$ cat config.mk
export PLATFORM = sky130hd
export DESIGN_NAME = uart_dbg_top
export DESIGN_NICKNAME = d
export VERILOG_FILES = /design/src/uart_line_pkg.sv /design/src/uart_dbg_proto_pkg.sv /design/src/uart_line_rx.sv /design/src/uart_line_tx.sv /design/src/dbg_mem.sv /design/src/uart_dbg_engine.sv /design/src/uart_dbg_top.sv
export SDC_FILE = /design/constraint.sdc
export NUM_CORES = 2
export LEC_CHECK = 0
export BUFFER_PORTS_ARGS = -buffer_cell sky130_fd_sc_hd__buf_2
export CELL_PAD_IN_SITES_DETAIL_PLACEMENT = 0
export CELL_PAD_IN_SITES_GLOBAL_PLACEMENT = 1
export CORE_UTILIZATION = 50
export CTS_CLUSTER_DIAMETER = 80
export DETAILED_ROUTE_END_ITERATION = 12
export GPL_TIMING_DRIVEN = 1
export PLACE_DENSITY = 0.81
export SETUP_SLACK_MARGIN = 0.02
export SLEW_MARGIN = 10
export SYNTH_ARGS = -nofsm -noshare
export SYNTH_HDL_FRONTEND = slang
export SYNTH_SLANG_ARGS = --single-unit
$ cat constraint.sdc
create_clock -name clk -period 5.7 [get_ports clk]
set_input_delay 0.285 -clock clk [delete_from_list [all_inputs] [get_ports clk]]
set_output_delay 0.285 -clock clk [all_outputs]
set_load 0.005 [all_outputs]
$ cat src/uart_line_pkg.sv
// Serial line definitions for 8N1 frames only; no parity bit is defined or expected
package uart_line_pkg;

  ////////////////////////////////////////////////////////////////////////////
  // Frame data
  ////////////////////////////////////////////////////////////////////////////

  // One data byte as carried on the line
  typedef logic [7:0] byte_t;

  ////////////////////////////////////////////////////////////////////////////
  // Frame geometry
  ////////////////////////////////////////////////////////////////////////////

  // Data bits per frame, sent least significant first
  localparam int unsigned DataBits = 8;

  // Start bit, data bits and a single stop bit
  localparam int unsigned FrameBits = 10;

endpackage

$ cat src/uart_dbg_proto_pkg.sv
// Debug protocol codes and types; fields on the wire are least significant byte first
package uart_dbg_proto_pkg;

  ////////////////////////////////////////////////////////////////////////////
  // Protocol field types
  ////////////////////////////////////////////////////////////////////////////

  typedef logic [63:0] addr_t;
  typedef logic [63:0] len_t;
  typedef logic [31:0] exit_code_t;

  // Bytes in an address or length field
  localparam int unsigned ArgBytes = 8;

  // Bytes in the exit code after EOC
  localparam int unsigned ExitBytes = 4;

  ////////////////////////////////////////////////////////////////////////////
  // Command and reply codes
  ////////////////////////////////////////////////////////////////////////////

  localparam uart_line_pkg::byte_t CmdRead  = 8'h11;
  localparam uart_line_pkg::byte_t CmdWrite = 8'h12;
  localparam uart_line_pkg::byte_t CmdExec  = 8'h13;
  localparam uart_line_pkg::byte_t CodeAck  = 8'h06;
  localparam uart_line_pkg::byte_t CodeEot  = 8'h04;
  localparam uart_line_pkg::byte_t CodeEoc  = 8'h14;

  ////////////////////////////////////////////////////////////////////////////
  // Memory request
  ////////////////////////////////////////////////////////////////////////////

  // Address is wider than any memory here, the memory uses its low bits
  typedef struct packed {
    logic                 req;
    logic                 we;
    logic [15:0]          addr;
    uart_line_pkg::byte_t wdata;
  } mem_req_t;

endpackage

$ cat src/uart_line_rx.sv
// 8N1 receiver sampling mid-bit; ClksPerBit should be at least 4, bad stop bits drop the byte
`timescale 1ns/100ps

module uart_line_rx #(
  parameter int unsigned ClksPerBit = 8
) (
  input  logic                 clk,
  input  logic                 rst_i,
  input  logic                 uart_rx_i,
  output logic                 rx_valid_o,
  output uart_line_pkg::byte_t rx_byte_o
);

  localparam int unsigned CntW = $clog2(ClksPerBit);
  localparam int unsigned BitW = $clog2(uart_line_pkg::DataBits);

  typedef enum logic [1:0] {
    RxIdle,
    RxStart,
    RxData,
    RxStop
  } rx_state_e;

  rx_state_e            state_q;
  logic                 rx_meta_q;
  logic                 rx_sync_q;
  logic                 rx_prev_q;
  logic [CntW-1:0]      clk_cnt_q;
  logic [BitW-1:0]      bit_cnt_q;
  logic                 valid_q;
  uart_line_pkg::byte_t shift_q;

  ////////////////////////////////////////////////////////////////////////////
  // Line synchronizer and edge history
  ////////////////////////////////////////////////////////////////////////////

  always_ff @(posedge clk) begin
    if (rst_i) begin
      rx_meta_q <= 1'b1;
      rx_sync_q <= 1'b1;
      rx_prev_q <= 1'b1;
    end else begin
      rx_meta_q <= uart_rx_i;
      rx_sync_q <= rx_meta_q;
      rx_prev_q <= rx_sync_q;
    end
  end

  ////////////////////////////////////////////////////////////////////////////
  // Bit sampling
  ////////////////////////////////////////////////////////////////////////////

  always_ff @(posedge clk) begin
    if (rst_i) begin
      state_q   <= RxIdle;
      clk_cnt_q <= '0;
      bit_cnt_q <= '0;
      valid_q   <= 1'b0;
    end else begin
      valid_q <= 1'b0;
      unique case (state_q)
        RxIdle: begin
          // Falling edge marks a start bit
          if (rx_prev_q && !rx_sync_q) begin
            state_q   <= RxStart;
            clk_cnt_q <= '0;
          end
        end
        RxStart: begin
          if (clk_cnt_q == CntW'(ClksPerBit / 2 - 1)) begin
            clk_cnt_q <= '0;
            bit_cnt_q <= '0;
            // A glitch that is gone by mid-bit is no start bit
            state_q   <= rx_sync_q ? RxIdle : RxData;
          end else begin
            clk_cnt_q <= clk_cnt_q + 1'b1;
          end
        end
        RxData: begin
          if (clk_cnt_q == CntW'(ClksPerBit - 1)) begin
            clk_cnt_q <= '0;
            bit_cnt_q <= bit_cnt_q + 1'b1;
            if (bit_cnt_q == BitW'(uart_line_pkg::DataBits - 1)) begin
              state_q <= RxStop;
            end
          end else begin
            clk_cnt_q <= clk_cnt_q + 1'b1;
          end
        end
        RxStop: begin
          if (clk_cnt_q == CntW'(ClksPerBit - 1)) begin
            clk_cnt_q <= '0;
            valid_q   <= rx_sync_q;
            state_q   <= RxIdle;
          end else begin
            clk_cnt_q <= clk_cnt_q + 1'b1;
          end
        end
        default: state_q <= RxIdle;
      endcase
    end
  end

  // LSB arrives first, so shift in from the top
  always_ff @(posedge clk) begin
    if (state_q == RxData && clk_cnt_q == CntW'(ClksPerBit - 1)) begin
      shift_q <= {rx_sync_q, shift_q[7:1]};
    end
  end

  assign rx_valid_o = valid_q;
  assign rx_byte_o  = shift_q;

endmodule

$ cat src/uart_line_tx.sv
// 8N1 transmitter; tx_start_i is taken only while tx_busy_o is low, a frame lasts 10 bit times
`timescale 1ns/100ps

module uart_line_tx #(
  parameter int unsigned ClksPerBit = 8
) (
  input  logic                 clk,
  input  logic                 rst_i,
  input  logic                 tx_start_i,
  input  uart_line_pkg::byte_t tx_byte_i,
  output logic                 tx_busy_o,
  output logic                 uart_tx_o
);

  localparam int unsigned CntW = $clog2(ClksPerBit);
  localparam int unsigned BitW = $clog2(uart_line_pkg::FrameBits);

  logic                                   busy_q;
  logic                                   line_q;
  logic [CntW-1:0]                        clk_cnt_q;
  logic [BitW-1:0]                        bit_cnt_q;
  // Data and stop bits still to go out after the start bit
  logic [uart_line_pkg::FrameBits-2:0]    shift_q;

  always_ff @(posedge clk) begin
    if (rst_i) begin
      busy_q    <= 1'b0;
      line_q    <= 1'b1;
      clk_cnt_q <= '0;
      bit_cnt_q <= '0;
    end else if (!busy_q) begin
      if (tx_start_i) begin
        busy_q    <= 1'b1;
        line_q    <= 1'b0;
        clk_cnt_q <= '0;
        bit_cnt_q <= '0;
      end
    end else if (clk_cnt_q == CntW'(ClksPerBit - 1)) begin
      clk_cnt_q <= '0;
      if (bit_cnt_q == BitW'(uart_line_pkg::FrameBits - 1)) begin
        // Stop bit done, line is already high
        busy_q <= 1'b0;
      end else begin
        line_q    <= shift_q[0];
        bit_cnt_q <= bit_cnt_q + 1'b1;
      end
    end else begin
      clk_cnt_q <= clk_cnt_q + 1'b1;
    end
  end

  always_ff @(posedge clk) begin
    if (!busy_q && tx_start_i) begin
      shift_q <= {1'b1, tx_byte_i};
    end else if (busy_q && clk_cnt_q == CntW'(ClksPerBit - 1)) begin
      shift_q <= {1'b1, shift_q[uart_line_pkg::FrameBits-2:1]};
    end
  end

  assign tx_busy_o = busy_q;
  assign uart_tx_o = line_q;

endmodule

$ cat src/dbg_mem.sv
// Byte memory of 2**MemAddrWidth entries; addresses wrap, contents undefined until written
`timescale 1ns/100ps

module dbg_mem #(
  parameter int unsigned MemAddrWidth = 8
) (
  input  logic                         clk,
  input  uart_dbg_proto_pkg::mem_req_t mem_req_i,
  output uart_line_pkg::byte_t         mem_rdata_o
);

  localparam int unsigned Depth = 2 ** MemAddrWidth;

  uart_line_pkg::byte_t    mem_q [Depth];
  uart_line_pkg::byte_t    rdata_q;
  logic [MemAddrWidth-1:0] idx;

  // Upper request address bits are ignored, which gives the wrap
  assign idx = mem_req_i.addr[MemAddrWidth-1:0];

  always_ff @(posedge clk) begin
    if (mem_req_i.req) begin
      if (mem_req_i.we) begin
        mem_q[idx] <= mem_req_i.wdata;
      end else begin
        // Read data holds until the next read
        rdata_q <= mem_q[idx];
      end
    end
  end

  assign mem_rdata_o = rdata_q;

endmodule

$ cat src/uart_dbg_engine.sv
// Debug command FSM; only length bits 15:0 count, unknown bytes ignored, EOC taken only when idle
`timescale 1ns/100ps

module uart_dbg_engine (
  input  logic                           clk,
  input  logic                           rst_i,
  input  logic                           rx_valid_i,
  input  uart_line_pkg::byte_t           rx_byte_i,
  input  logic                           tx_busy_i,
  output logic                           tx_start_o,
  output uart_line_pkg::byte_t           tx_byte_o,
  output uart_dbg_proto_pkg::mem_req_t   mem_req_o,
  input  uart_line_pkg::byte_t           mem_rdata_i,
  output logic                           exec_o,
  output uart_dbg_proto_pkg::addr_t      exec_addr_o,
  input  logic                           eoc_i,
  input  uart_dbg_proto_pkg::exit_code_t exit_code_i
);

  localparam int unsigned CntW = $clog2(uart_dbg_proto_pkg::ArgBytes);
  localparam logic [CntW-1:0] ArgLast  = CntW'(uart_dbg_proto_pkg::ArgBytes - 1);
  localparam logic [CntW-1:0] ExitLast = CntW'(uart_dbg_proto_pkg::ExitBytes - 1);

  typedef enum logic [3:0] {
    StIdle,
    StAddr,
    StLen,
    StAck,
    StRdReq,
    StRdSend,
    StWrData,
    StEot,
    StEoc,
    StExit
  } state_e;

  state_e                         state_q;
  logic [CntW-1:0]                cnt_q;
  uart_line_pkg::byte_t           cmd_q;
  uart_dbg_proto_pkg::addr_t      addr_q;
  uart_dbg_proto_pkg::len_t       len_q;
  uart_dbg_proto_pkg::exit_code_t exit_q;
  logic [15:0]                    ptr_q;
  logic                           len_zero;
  logic                           len_last;

  assign len_zero = (len_q[15:0] == 16'd0);
  assign len_last = (len_q[15:0] == 16'd1);

  ////////////////////////////////////////////////////////////////////////////
  // Reply strobes and memory requests
  ////////////////////////////////////////////////////////////////////////////

  always_comb begin
    tx_start_o      = 1'b0;
    tx_byte_o       = uart_dbg_proto_pkg::CodeAck;
    exec_o          = 1'b0;
    mem_req_o       = '0;
    mem_req_o.addr  = ptr_q;
    mem_req_o.wdata = rx_byte_i;
    unique case (state_q)
      StAck: begin
        tx_start_o = !tx_busy_i;
        // Exec is reported together with its ACK
        exec_o     = !tx_busy_i && (cmd_q == uart_dbg_proto_pkg::CmdExec);
      end
      StRdReq: mem_req_o.req = 1'b1;
      StRdSend: begin
        tx_start_o = !tx_busy_i;
        tx_byte_o  = mem_rdata_i;
      end
      StWrData: begin
        mem_req_o.req = rx_valid_i;
        mem_req_o.we  = 1'b1;
      end
      StEot: begin
        tx_start_o = !tx_busy_i;
        tx_byte_o  = uart_dbg_proto_pkg::CodeEot;
      end
      StEoc: begin
        tx_start_o = !tx_busy_i;
        tx_byte_o  = uart_dbg_proto_pkg::CodeEoc;
      end
      StExit: begin
        tx_start_o = !tx_busy_i;
        tx_byte_o  = exit_q[7:0];
      end
      default: ;
    endcase
  end

  assign exec_addr_o = addr_q;

  ////////////////////////////////////////////////////////////////////////////
  // Control FSM
  ////////////////////////////////////////////////////////////////////////////

  always_ff @(posedge clk) begin
    if (rst_i) begin
      state_q <= StIdle;
      cnt_q   <= '0;
    end else begin
      unique case (state_q)
        StIdle: begin
          if (rx_valid_i) begin
            cnt_q <= '0;
            if (rx_byte_i == uart_dbg_proto_pkg::CodeAck) begin
              state_q <= StAck;
            end else if (rx_byte_i == uart_dbg_proto_pkg::CmdRead ||
                         rx_byte_i == uart_dbg_proto_pkg::CmdWrite ||
                         rx_byte_i == uart_dbg_proto_pkg::CmdExec) begin
              state_q <= StAddr;
            end
          end else if (eoc_i) begin
            state_q <= StEoc;
          end
        end
        StAddr: begin
          if (rx_valid_i) begin
            cnt_q <= cnt_q + 1'b1;
            if (cnt_q == ArgLast) begin
              cnt_q   <= '0;
              // Exec carries no length field
              state_q <= (cmd_q == uart_dbg_proto_pkg::CmdExec) ? StAck : StLen;
            end
          end
        end
        StLen: begin
          if (rx_valid_i) begin
            cnt_q <= cnt_q + 1'b1;
            if (cnt_q == ArgLast) begin
              cnt_q   <= '0;
              state_q <= StAck;
            end
          end
        end
        StAck: begin
          if (tx_start_o) begin
            if (cmd_q == uart_dbg_proto_pkg::CmdRead) begin
              state_q <= len_zero ? StEot : StRdReq;
            end else if (cmd_q == uart_dbg_proto_pkg::CmdWrite) begin
              state_q <= len_zero ? StEot : StWrData;
            end else begin
              state_q <= StIdle;
            end
          end
        end
        StRdReq: state_q <= StRdSend;
        StRdSend: begin
          if (tx_start_o) begin
            state_q <= len_last ? StEot : StRdReq;
          end
        end
        StWrData: begin
          if (rx_valid_i && len_last) begin
            state_q <= StEot;
          end
        end
        StEot: begin
          if (tx_start_o) begin
            state_q <= StIdle;
          end
        end
        StEoc: begin
          if (tx_start_o) begin
            cnt_q   <= '0;
            state_q <= StExit;
          end
        end
        StExit: begin
          if (tx_start_o) begin
            cnt_q <= cnt_q + 1'b1;
            if (cnt_q == ExitLast) begin
              state_q <= StIdle;
            end
          end
        end
        default: state_q <= StIdle;
      endcase
    end
  end

  ////////////////////////////////////////////////////////////////////////////
  // Command fields and data pointer
  ////////////////////////////////////////////////////////////////////////////

  always_ff @(posedge clk) begin
    unique case (state_q)
      StIdle: begin
        if (rx_valid_i) begin
          cmd_q <= rx_byte_i;
        end else if (eoc_i) begin
          exit_q <= exit_code_i;
        end
      end
      // Fields arrive LSB first, shift in from the top
      StAddr: if (rx_valid_i) addr_q <= {rx_byte_i, addr_q[63:8]};
      StLen:  if (rx_valid_i) len_q <= {rx_byte_i, len_q[63:8]};
      StAck:  ptr_q <= addr_q[15:0];
      StRdSend: begin
        if (tx_start_o) begin
          ptr_q        <= ptr_q + 16'd1;
          len_q[15:0]  <= len_q[15:0] - 16'd1;
        end
      end
      StWrData: begin
        if (rx_valid_i) begin
          ptr_q        <= ptr_q + 16'd1;
          len_q[15:0]  <= len_q[15:0] - 16'd1;
        end
      end
      StExit: if (tx_start_o) exit_q <= exit_q >> 8;
      default: ;
    endcase
  end

endmodule

$ cat src/uart_dbg_top.sv
// UART debug target; ClksPerBit sets the baud rate, memory has 2**MemAddrWidth bytes that wrap
`timescale 1ns/100ps

module uart_dbg_top #(
  parameter int unsigned ClksPerBit   = 8,
  parameter int unsigned MemAddrWidth = 8
) (
  input  logic                           clk,
  input  logic                           rst_i,
  input  logic                           uart_rx_i,
  output logic                           uart_tx_o,
  output logic                           exec_o,
  output uart_dbg_proto_pkg::addr_t      exec_addr_o,
  input  logic                           eoc_i,
  input  uart_dbg_proto_pkg::exit_code_t exit_code_i
);

  logic                         rx_valid;
  uart_line_pkg::byte_t         rx_byte;
  logic                         tx_start;
  uart_line_pkg::byte_t         tx_byte;
  logic                         tx_busy;
  uart_dbg_proto_pkg::mem_req_t mem_req;
  uart_line_pkg::byte_t         mem_rdata;

  ////////////////////////////////////////////////////////////////////////////
  // Serial line
  ////////////////////////////////////////////////////////////////////////////

  uart_line_rx #(
    .ClksPerBit ( ClksPerBit )
  ) u_rx (
    .clk        ( clk       ),
    .rst_i      ( rst_i     ),
    .uart_rx_i  ( uart_rx_i ),
    .rx_valid_o ( rx_valid  ),
    .rx_byte_o  ( rx_byte   )
  );

  uart_line_tx #(
    .ClksPerBit ( ClksPerBit )
  ) u_tx (
    .clk        ( clk       ),
    .rst_i      ( rst_i     ),
    .tx_start_i ( tx_start  ),
    .tx_byte_i  ( tx_byte   ),
    .tx_busy_o  ( tx_busy   ),
    .uart_tx_o  ( uart_tx_o )
  );

  ////////////////////////////////////////////////////////////////////////////
  // Command engine and memory
  ////////////////////////////////////////////////////////////////////////////

  uart_dbg_engine u_engine (
    .clk         ( clk         ),
    .rst_i       ( rst_i       ),
    .rx_valid_i  ( rx_valid    ),
    .rx_byte_i   ( rx_byte     ),
    .tx_busy_i   ( tx_busy     ),
    .tx_start_o  ( tx_start    ),
    .tx_byte_o   ( tx_byte     ),
    .mem_req_o   ( mem_req     ),
    .mem_rdata_i ( mem_rdata   ),
    .exec_o      ( exec_o      ),
    .exec_addr_o ( exec_addr_o ),
    .eoc_i       ( eoc_i       ),
    .exit_code_i ( exit_code_i )
  );

  dbg_mem #(
    .MemAddrWidth ( MemAddrWidth )
  ) u_mem (
    .clk         ( clk       ),
    .mem_req_i   ( mem_req   ),
    .mem_rdata_o ( mem_rdata )
  );

endmodule

# Yosys cells after proc, flatten, opt, wreduce, memory -nomap -nowiden
# Memory sizes are Yosys's and may differ from the RTL's. A register that Yosys moved wholly into a read port is not among the register bits.
# Cells that the tools add are included.
# word_totals
ram_bits,2048
inputBits,36
latchBits,0
romBits,0
n_memories,1
regBits,228
output_inout_bits,66
# memory_table
name,words,word_bits,rd,rd_ports_with_merged_regs,wr,line,source
u_mem.mem_q,256,8,1,1,1,dbg_mem.sv:14,uart_line_pkg::byte_t mem_q [Depth];
# classes
bitwise,3
add_sub_neg,7
magnitude_cmp,0
mul,0
n_eq_ne,52
reduce_logical,36
div_mod_pow,0
shift,0
mux,76
# ops
operator,count
two-way mux 32 bit,3
case mux 16 bit (3 select lines),2
two-way mux 16 bit,5
two-way mux 4 bit,20
case mux 32 bit (2 select lines),1
"== test 8 x 5 -> 1 bit, second input constant",6
case mux 4 bit (10 select lines),1
two-way mux 3 bit,12
case mux 8 bit (4 select lines),1
"inequality test 2 bit, second input constant",13
"inequality test 2 x 1 -> 1 bit, second input constant",10
"adder 16 x 1 -> 16 bit, second input constant",1
"== test 16 x 1 -> 1 bit, second input constant",1
"== test 4 x 3 -> 1 bit, second input constant",4
zero test 16 bit,1
two-way mux 1 bit,16
two-way mux 2 bit,8
two-way mux 8 bit,2
"subtractor 16 x 1 -> 16 bit, second input constant",1
AND reduction 13 bit,1
"adder 3 x 1 -> 3 bit, second input constant",4
"== test 3 bit, second input constant",4
"== test 4 bit, second input constant",3
case mux 3 bit (4 select lines),1
29 further kinds,53

# Depth between registers and ports, before layout
# logic_depth
depth_word,7
depth_mapped,9
ltp_nobuf,8

# Modules after synthesis
# Synthesis repeated with hierarchy kept, for this count alone.
# unflattened
cells_unflattened,4255
hier_area_um2,87935.6
# by_module_without_submodules
mod,seq_area_each_um2,area_per_inst_um2,n_inst,cells_per_inst
dbg_mem,61739.2,78376.4,1,3526
uart_dbg_engine,5665.4,7877.6,1,571
uart_line_rx,480.5,867.1,1,74
uart_line_tx,420.4,814.5,1,84

# Worst setup path after synthesis
# OpenSTA, ideal clock, no wires.
# synth_path
kind,reg-to-reg
from,register u_engine.state_q[1]
to,"register u_engine.addr_q[0], in the netlist u_engine.exec_addr_o[0] (enable)"
path_slack_ns,-0.110
arrival_time_ns,5.246
n_path_buf,2
setup_time_ns,0.565
path_stages_with_launch,5
path_cell_list,dfxtp_1 > clkbuf_1 > or2_0 > clkbuf_1 > nor3_1
# synth_between
elab_chain_len,2
# synth_lines
item,line,source
start: declaration,uart_dbg_engine.sv:37,state_e state_q;
start signal: assignment,uart_dbg_engine.sv:100,state_q <= StIdle;
start signal: assignment,uart_dbg_engine.sv:108,state_q <= StAck;
start signal: assignment,uart_dbg_engine.sv:112,state_q <= StAddr;
== test 4 x 1 -> 1 bit,uart_dbg_engine.sv:188,unique case (state_q)
AND reduction 2 bit (no line),-,
end signal: assignment,uart_dbg_engine.sv:197,"StAddr: if (rx_valid_i) addr_q <= {rx_byte_i, addr_q[63:8]};"
end: declaration,uart_dbg_engine.sv:40,uart_dbg_proto_pkg::addr_t addr_q;
# No other way between the ends.
# A chain may end at the register's enable or synchronous reset.

==> impl_metrics.tcl <==
set metrics [dict create \
    status "completed" \
    num_rows 152 \
    wl_per_cell_um 29.5 \
    yosysMostFrequentCell "edfxtp_1" \
    cp-startpoint "u_engine.ptr_q[1]" \
    crit_slowest_cell "edfxtp_1" \
    viasPerCell 6.27 \
    cp_data_required_time_ns 6.25 \
    endpoint "u_mem.mem_rdata_o[5]" \
    synth_edf_count 2248 \
    cp_num_cells 8 \
    netlist.area_leader.share 0.775 \
    synthTopCellsByCount "edfxtp_1 (2248), mux4_2 (512), nor2_1 (308)" \
    r2r_end "u_mem.mem_rdata_o[5]" \
    cp_max_fo 17 \
    leakage_uw 0.0302 \
    dp.final_hpwl_mm 114 \
    n_fill_cell 12375 \
    max_freq_mhz 214 \
    crit_type "flip-flop to flip-flop" \
    antennaDiodeCount 0 \
    clock_latency_ns 0.87 \
    cp.arrival_ns 5.22 \
    syn-num-nets 4247 \
    max_stage_delay_ns 1.05 \
    fin_skew_ns 0.0312 \
    cp_cell_sequence "buf_4 -> buf_4 -> mux4_2 -> a22oi_1 -> a21oi_1 -> nor4_1 -> o22ai_1 -> nand3b_1" \
    yosysSeqAreaShare 0.782 \
    cts_tree "done" \
    critical_path_buf_inv_count 2 \
    clockBufferDepth 3 \
    netlist_area_um2 87000 \
    drive_gt1_frac 0.233 \
    irDropWorstVdd_mv 0.332 \
    grt_pass1_wl_mm 297 \
    dpl_cell_area_um2 90600 \
    overflow 0 \
    vias 43157 \
    post-route-cell-area_um2 98000 \
    powerDensity_nw_per_um2 348 \
    worst_hold_path_type "primary input to flip-flop" \
    cts_made_buffers 211 \
    area_delta_synth_final_pct 12.6 \
    groute.usage.overall 0.233 \
    finalCritPeriodShare 0.819 \
    die_w_um 419 \
    drc 0 \
    post_cts_buffers 0 \
    yosys-top-cells-area "edfxtp_1 (78%), mux4_2 (13%), a22oi_1 (2.3%)" \
    timing.max_cap.violations 0 \
    clk_pin_slew_ns 0.06 \
    crit_top_cell "buf_4" \
    slew_headroom 0.120 \
    synth_warnings 0 \
    yosysUniqueCellTypes 58 \
    cp-start-kind "flip-flop" \
    netlist.top_cell.by_area "edfxtp_1" \
    whs_path_depth 3 \
    htreeDepth 4 \
    numClockSinks 2276 \
    drt_pass1_iterations 8 \
    hold_violations 0 \
    io_pins 102 \
    crit_path_end_kind "flip-flop" \
    synth-main-ff-cell "edfxtp_1" \
    whs_ns 0.173 \
    syn_area_per_cell_um2 20.8 \
    ys_async_sr_fraction 0 \
    routabilityCongestion 0.811 \
    die-area_um2 176000 \
    reg2reg_setup_slack_ns 1.03 \
    antenna_found_initial 3 \
    final_nets 4454 \
    die_h_um 419 \
    rsz0062_at_grt "no" \
    reg2reg_depth 8 \
    portBuffers 101 \
    wl_mm 203 \
    root_buffer "clkbuf_16" \
    setup_viol 0 \
    initial_core_util 0.505 \
    grt_pass1_vias 43116 \
    fin_tns_setup_ns 0 \
    final-max-slew-violation-count 0 \
    syn_inst 4187 \
    path_delay_family "simple AND/OR/NAND/NOR gates" \
    cts_resized 0 \
    grt_max_degree 226 \
    core-area_um2 172000 \
    tightestPinTransition_ns 1.30 \
    postCtsHoldBufs 34 \
    rr_startpoint "u_engine.ptr_q[1]" \
    ant_nets 0 \
    drtIter0Drc 5855 \
    ys_seq_elements 2276 \
    fin_crit_ns 4.67 \
]
-- worst min-delay path: stages --
cell,delay [ns]
dlygate4sd3_1,0.52
buf_2,0.09
or2_2,0.08
-- power by group --
part / leakage [uW] / total [uW] / internal, uW / switching (uW)
clock network: 0.00340 / 14200 / 8120 / 6090
logic: 0.00633 / 1530 / 607 / 921
registers: 0.0204 / 18400 / 18300 / 85.5
total: 0.0302 / 34100 / 27000 / 7090
-- cells in the final DEF (no fill, tap or decap), drive strengths merged, types with 4 or more instances in the layout --
master,instances
and2,13
xnor2,13
clkinv,95
nand3b,11
a22oi,264
nand3,15
nor2b,7
or2,6
nand2,151
nor4,21
clkinvlp,4
clkbuf,255
a21oi,148
inv,25
mux4,512
a31oi,5
nand2b,10
bufinv,28
buf,213
nor2,308
ha,24
edfxtp,2248
nor3b,5
nor3,15
o21ai,38
dlygate4sd3,34
xor2,10
dfxtp,28
o41ai,16
o22ai,8
-- area by class of cell --
| type | count | area, um^2 | share of cell area |
|---|---|---|---|
| Sequential cell | 2276 | 68100 | 0.695 |
| Timing Repair Buffer | 247 | 1970 | 0.0201 |
| Clock buffer | 255 | 5470 | 0.0558 |
| Multi-Input combinational cell | 1642 | 18000 | 0.184 |
| Clock inverter | 136 | 1520 | 0.0155 |
| Tap cell | 2310 | 2890 | 0.0295 |
| Inverter | 16 | 60.1 | 0.000613 |
-- through the flow --
| stage | total power [uW] | util | setup WS [ns] | cells |
|---|---|---|---|---|
| 6_report | 34100 | 0.569 | 1.03 | 6882 |
| 3_3_place_gp | 20200 | 0.526 | 1.18 | 6456 |
| 4_1_cts | 34200 | 0.569 | 1.21 | 6881 |
| 3_5_place_dp | 20200 | 0.526 | 1.24 | 6456 |
| 5_1_grt | 35000 | 0.569 | 1.02 | 6882 |
| 2_1_floorplan | 19700 | - | 0.551 | 4187 |
-- logic make-up after synthesis --
group           share of synthesized area
xor+xnor                          0.00231
flops                               0.782
simple gates                       0.0285
fa+ha+maj                         0.00345
buf+inv                            0.0124
compound gates                     0.0382
mux                                 0.133
-- how the worst min path moves through the flow --
| stage | slack (ns) | from | endpoint |
|---|---|---|---|
| 4_1_cts | 0.11 | uart_rx_i | u_rx.rx_meta_q |
| 2_1_floorplan | 0.39 | uart_rx_i | u_rx.rx_meta_q |
| 3_3_place_gp | 0.40 | u_engine.len_q[60] | u_engine.len_q[52] |
| 5_1_grt | 0.17 | uart_rx_i | u_rx.rx_meta_q |
| 3_5_place_dp | 0.40 | u_engine.len_q[56] | u_engine.len_q[48] |
| 6_report | 0.17 | uart_rx_i | u_rx.rx_meta_q |
-- flip-flops by register name (all words and copies together) (netlist names), named ones only --
name,cells
u_engine.cmd_q,8
u_engine.cnt_q,3
u_engine.exec_addr_o,64
u_engine.exit_q,32
u_engine.len_q,64
u_engine.ptr_q,8
u_engine.state_q,4
u_mem.mem_q,2048
u_mem.mem_rdata_o,8
u_rx.bit_cnt_q,3
u_rx.clk_cnt_q,3
u_rx.rx_byte_o,8
u_rx.rx_meta_q,1
u_rx.rx_prev_q,1
u_rx.rx_sync_q,1
u_rx.rx_valid_o,1
u_rx.state_q,1
u_tx.bit_cnt_q,4
u_tx.clk_cnt_q,3
u_tx.shift_q,8
u_tx.tx_busy_o,1
u_tx.uart_tx_o,1
-- per-layer routing --
layer  up-vias  GRT usage  share of wire
met4         0     0.0786          0.034
met5         -          0              0
met3       359     0.0477          0.097
met2      2431      0.369           0.48
li1      17799          -              -
met1     22568      0.325           0.39
(Power assumes the default switching activity.)
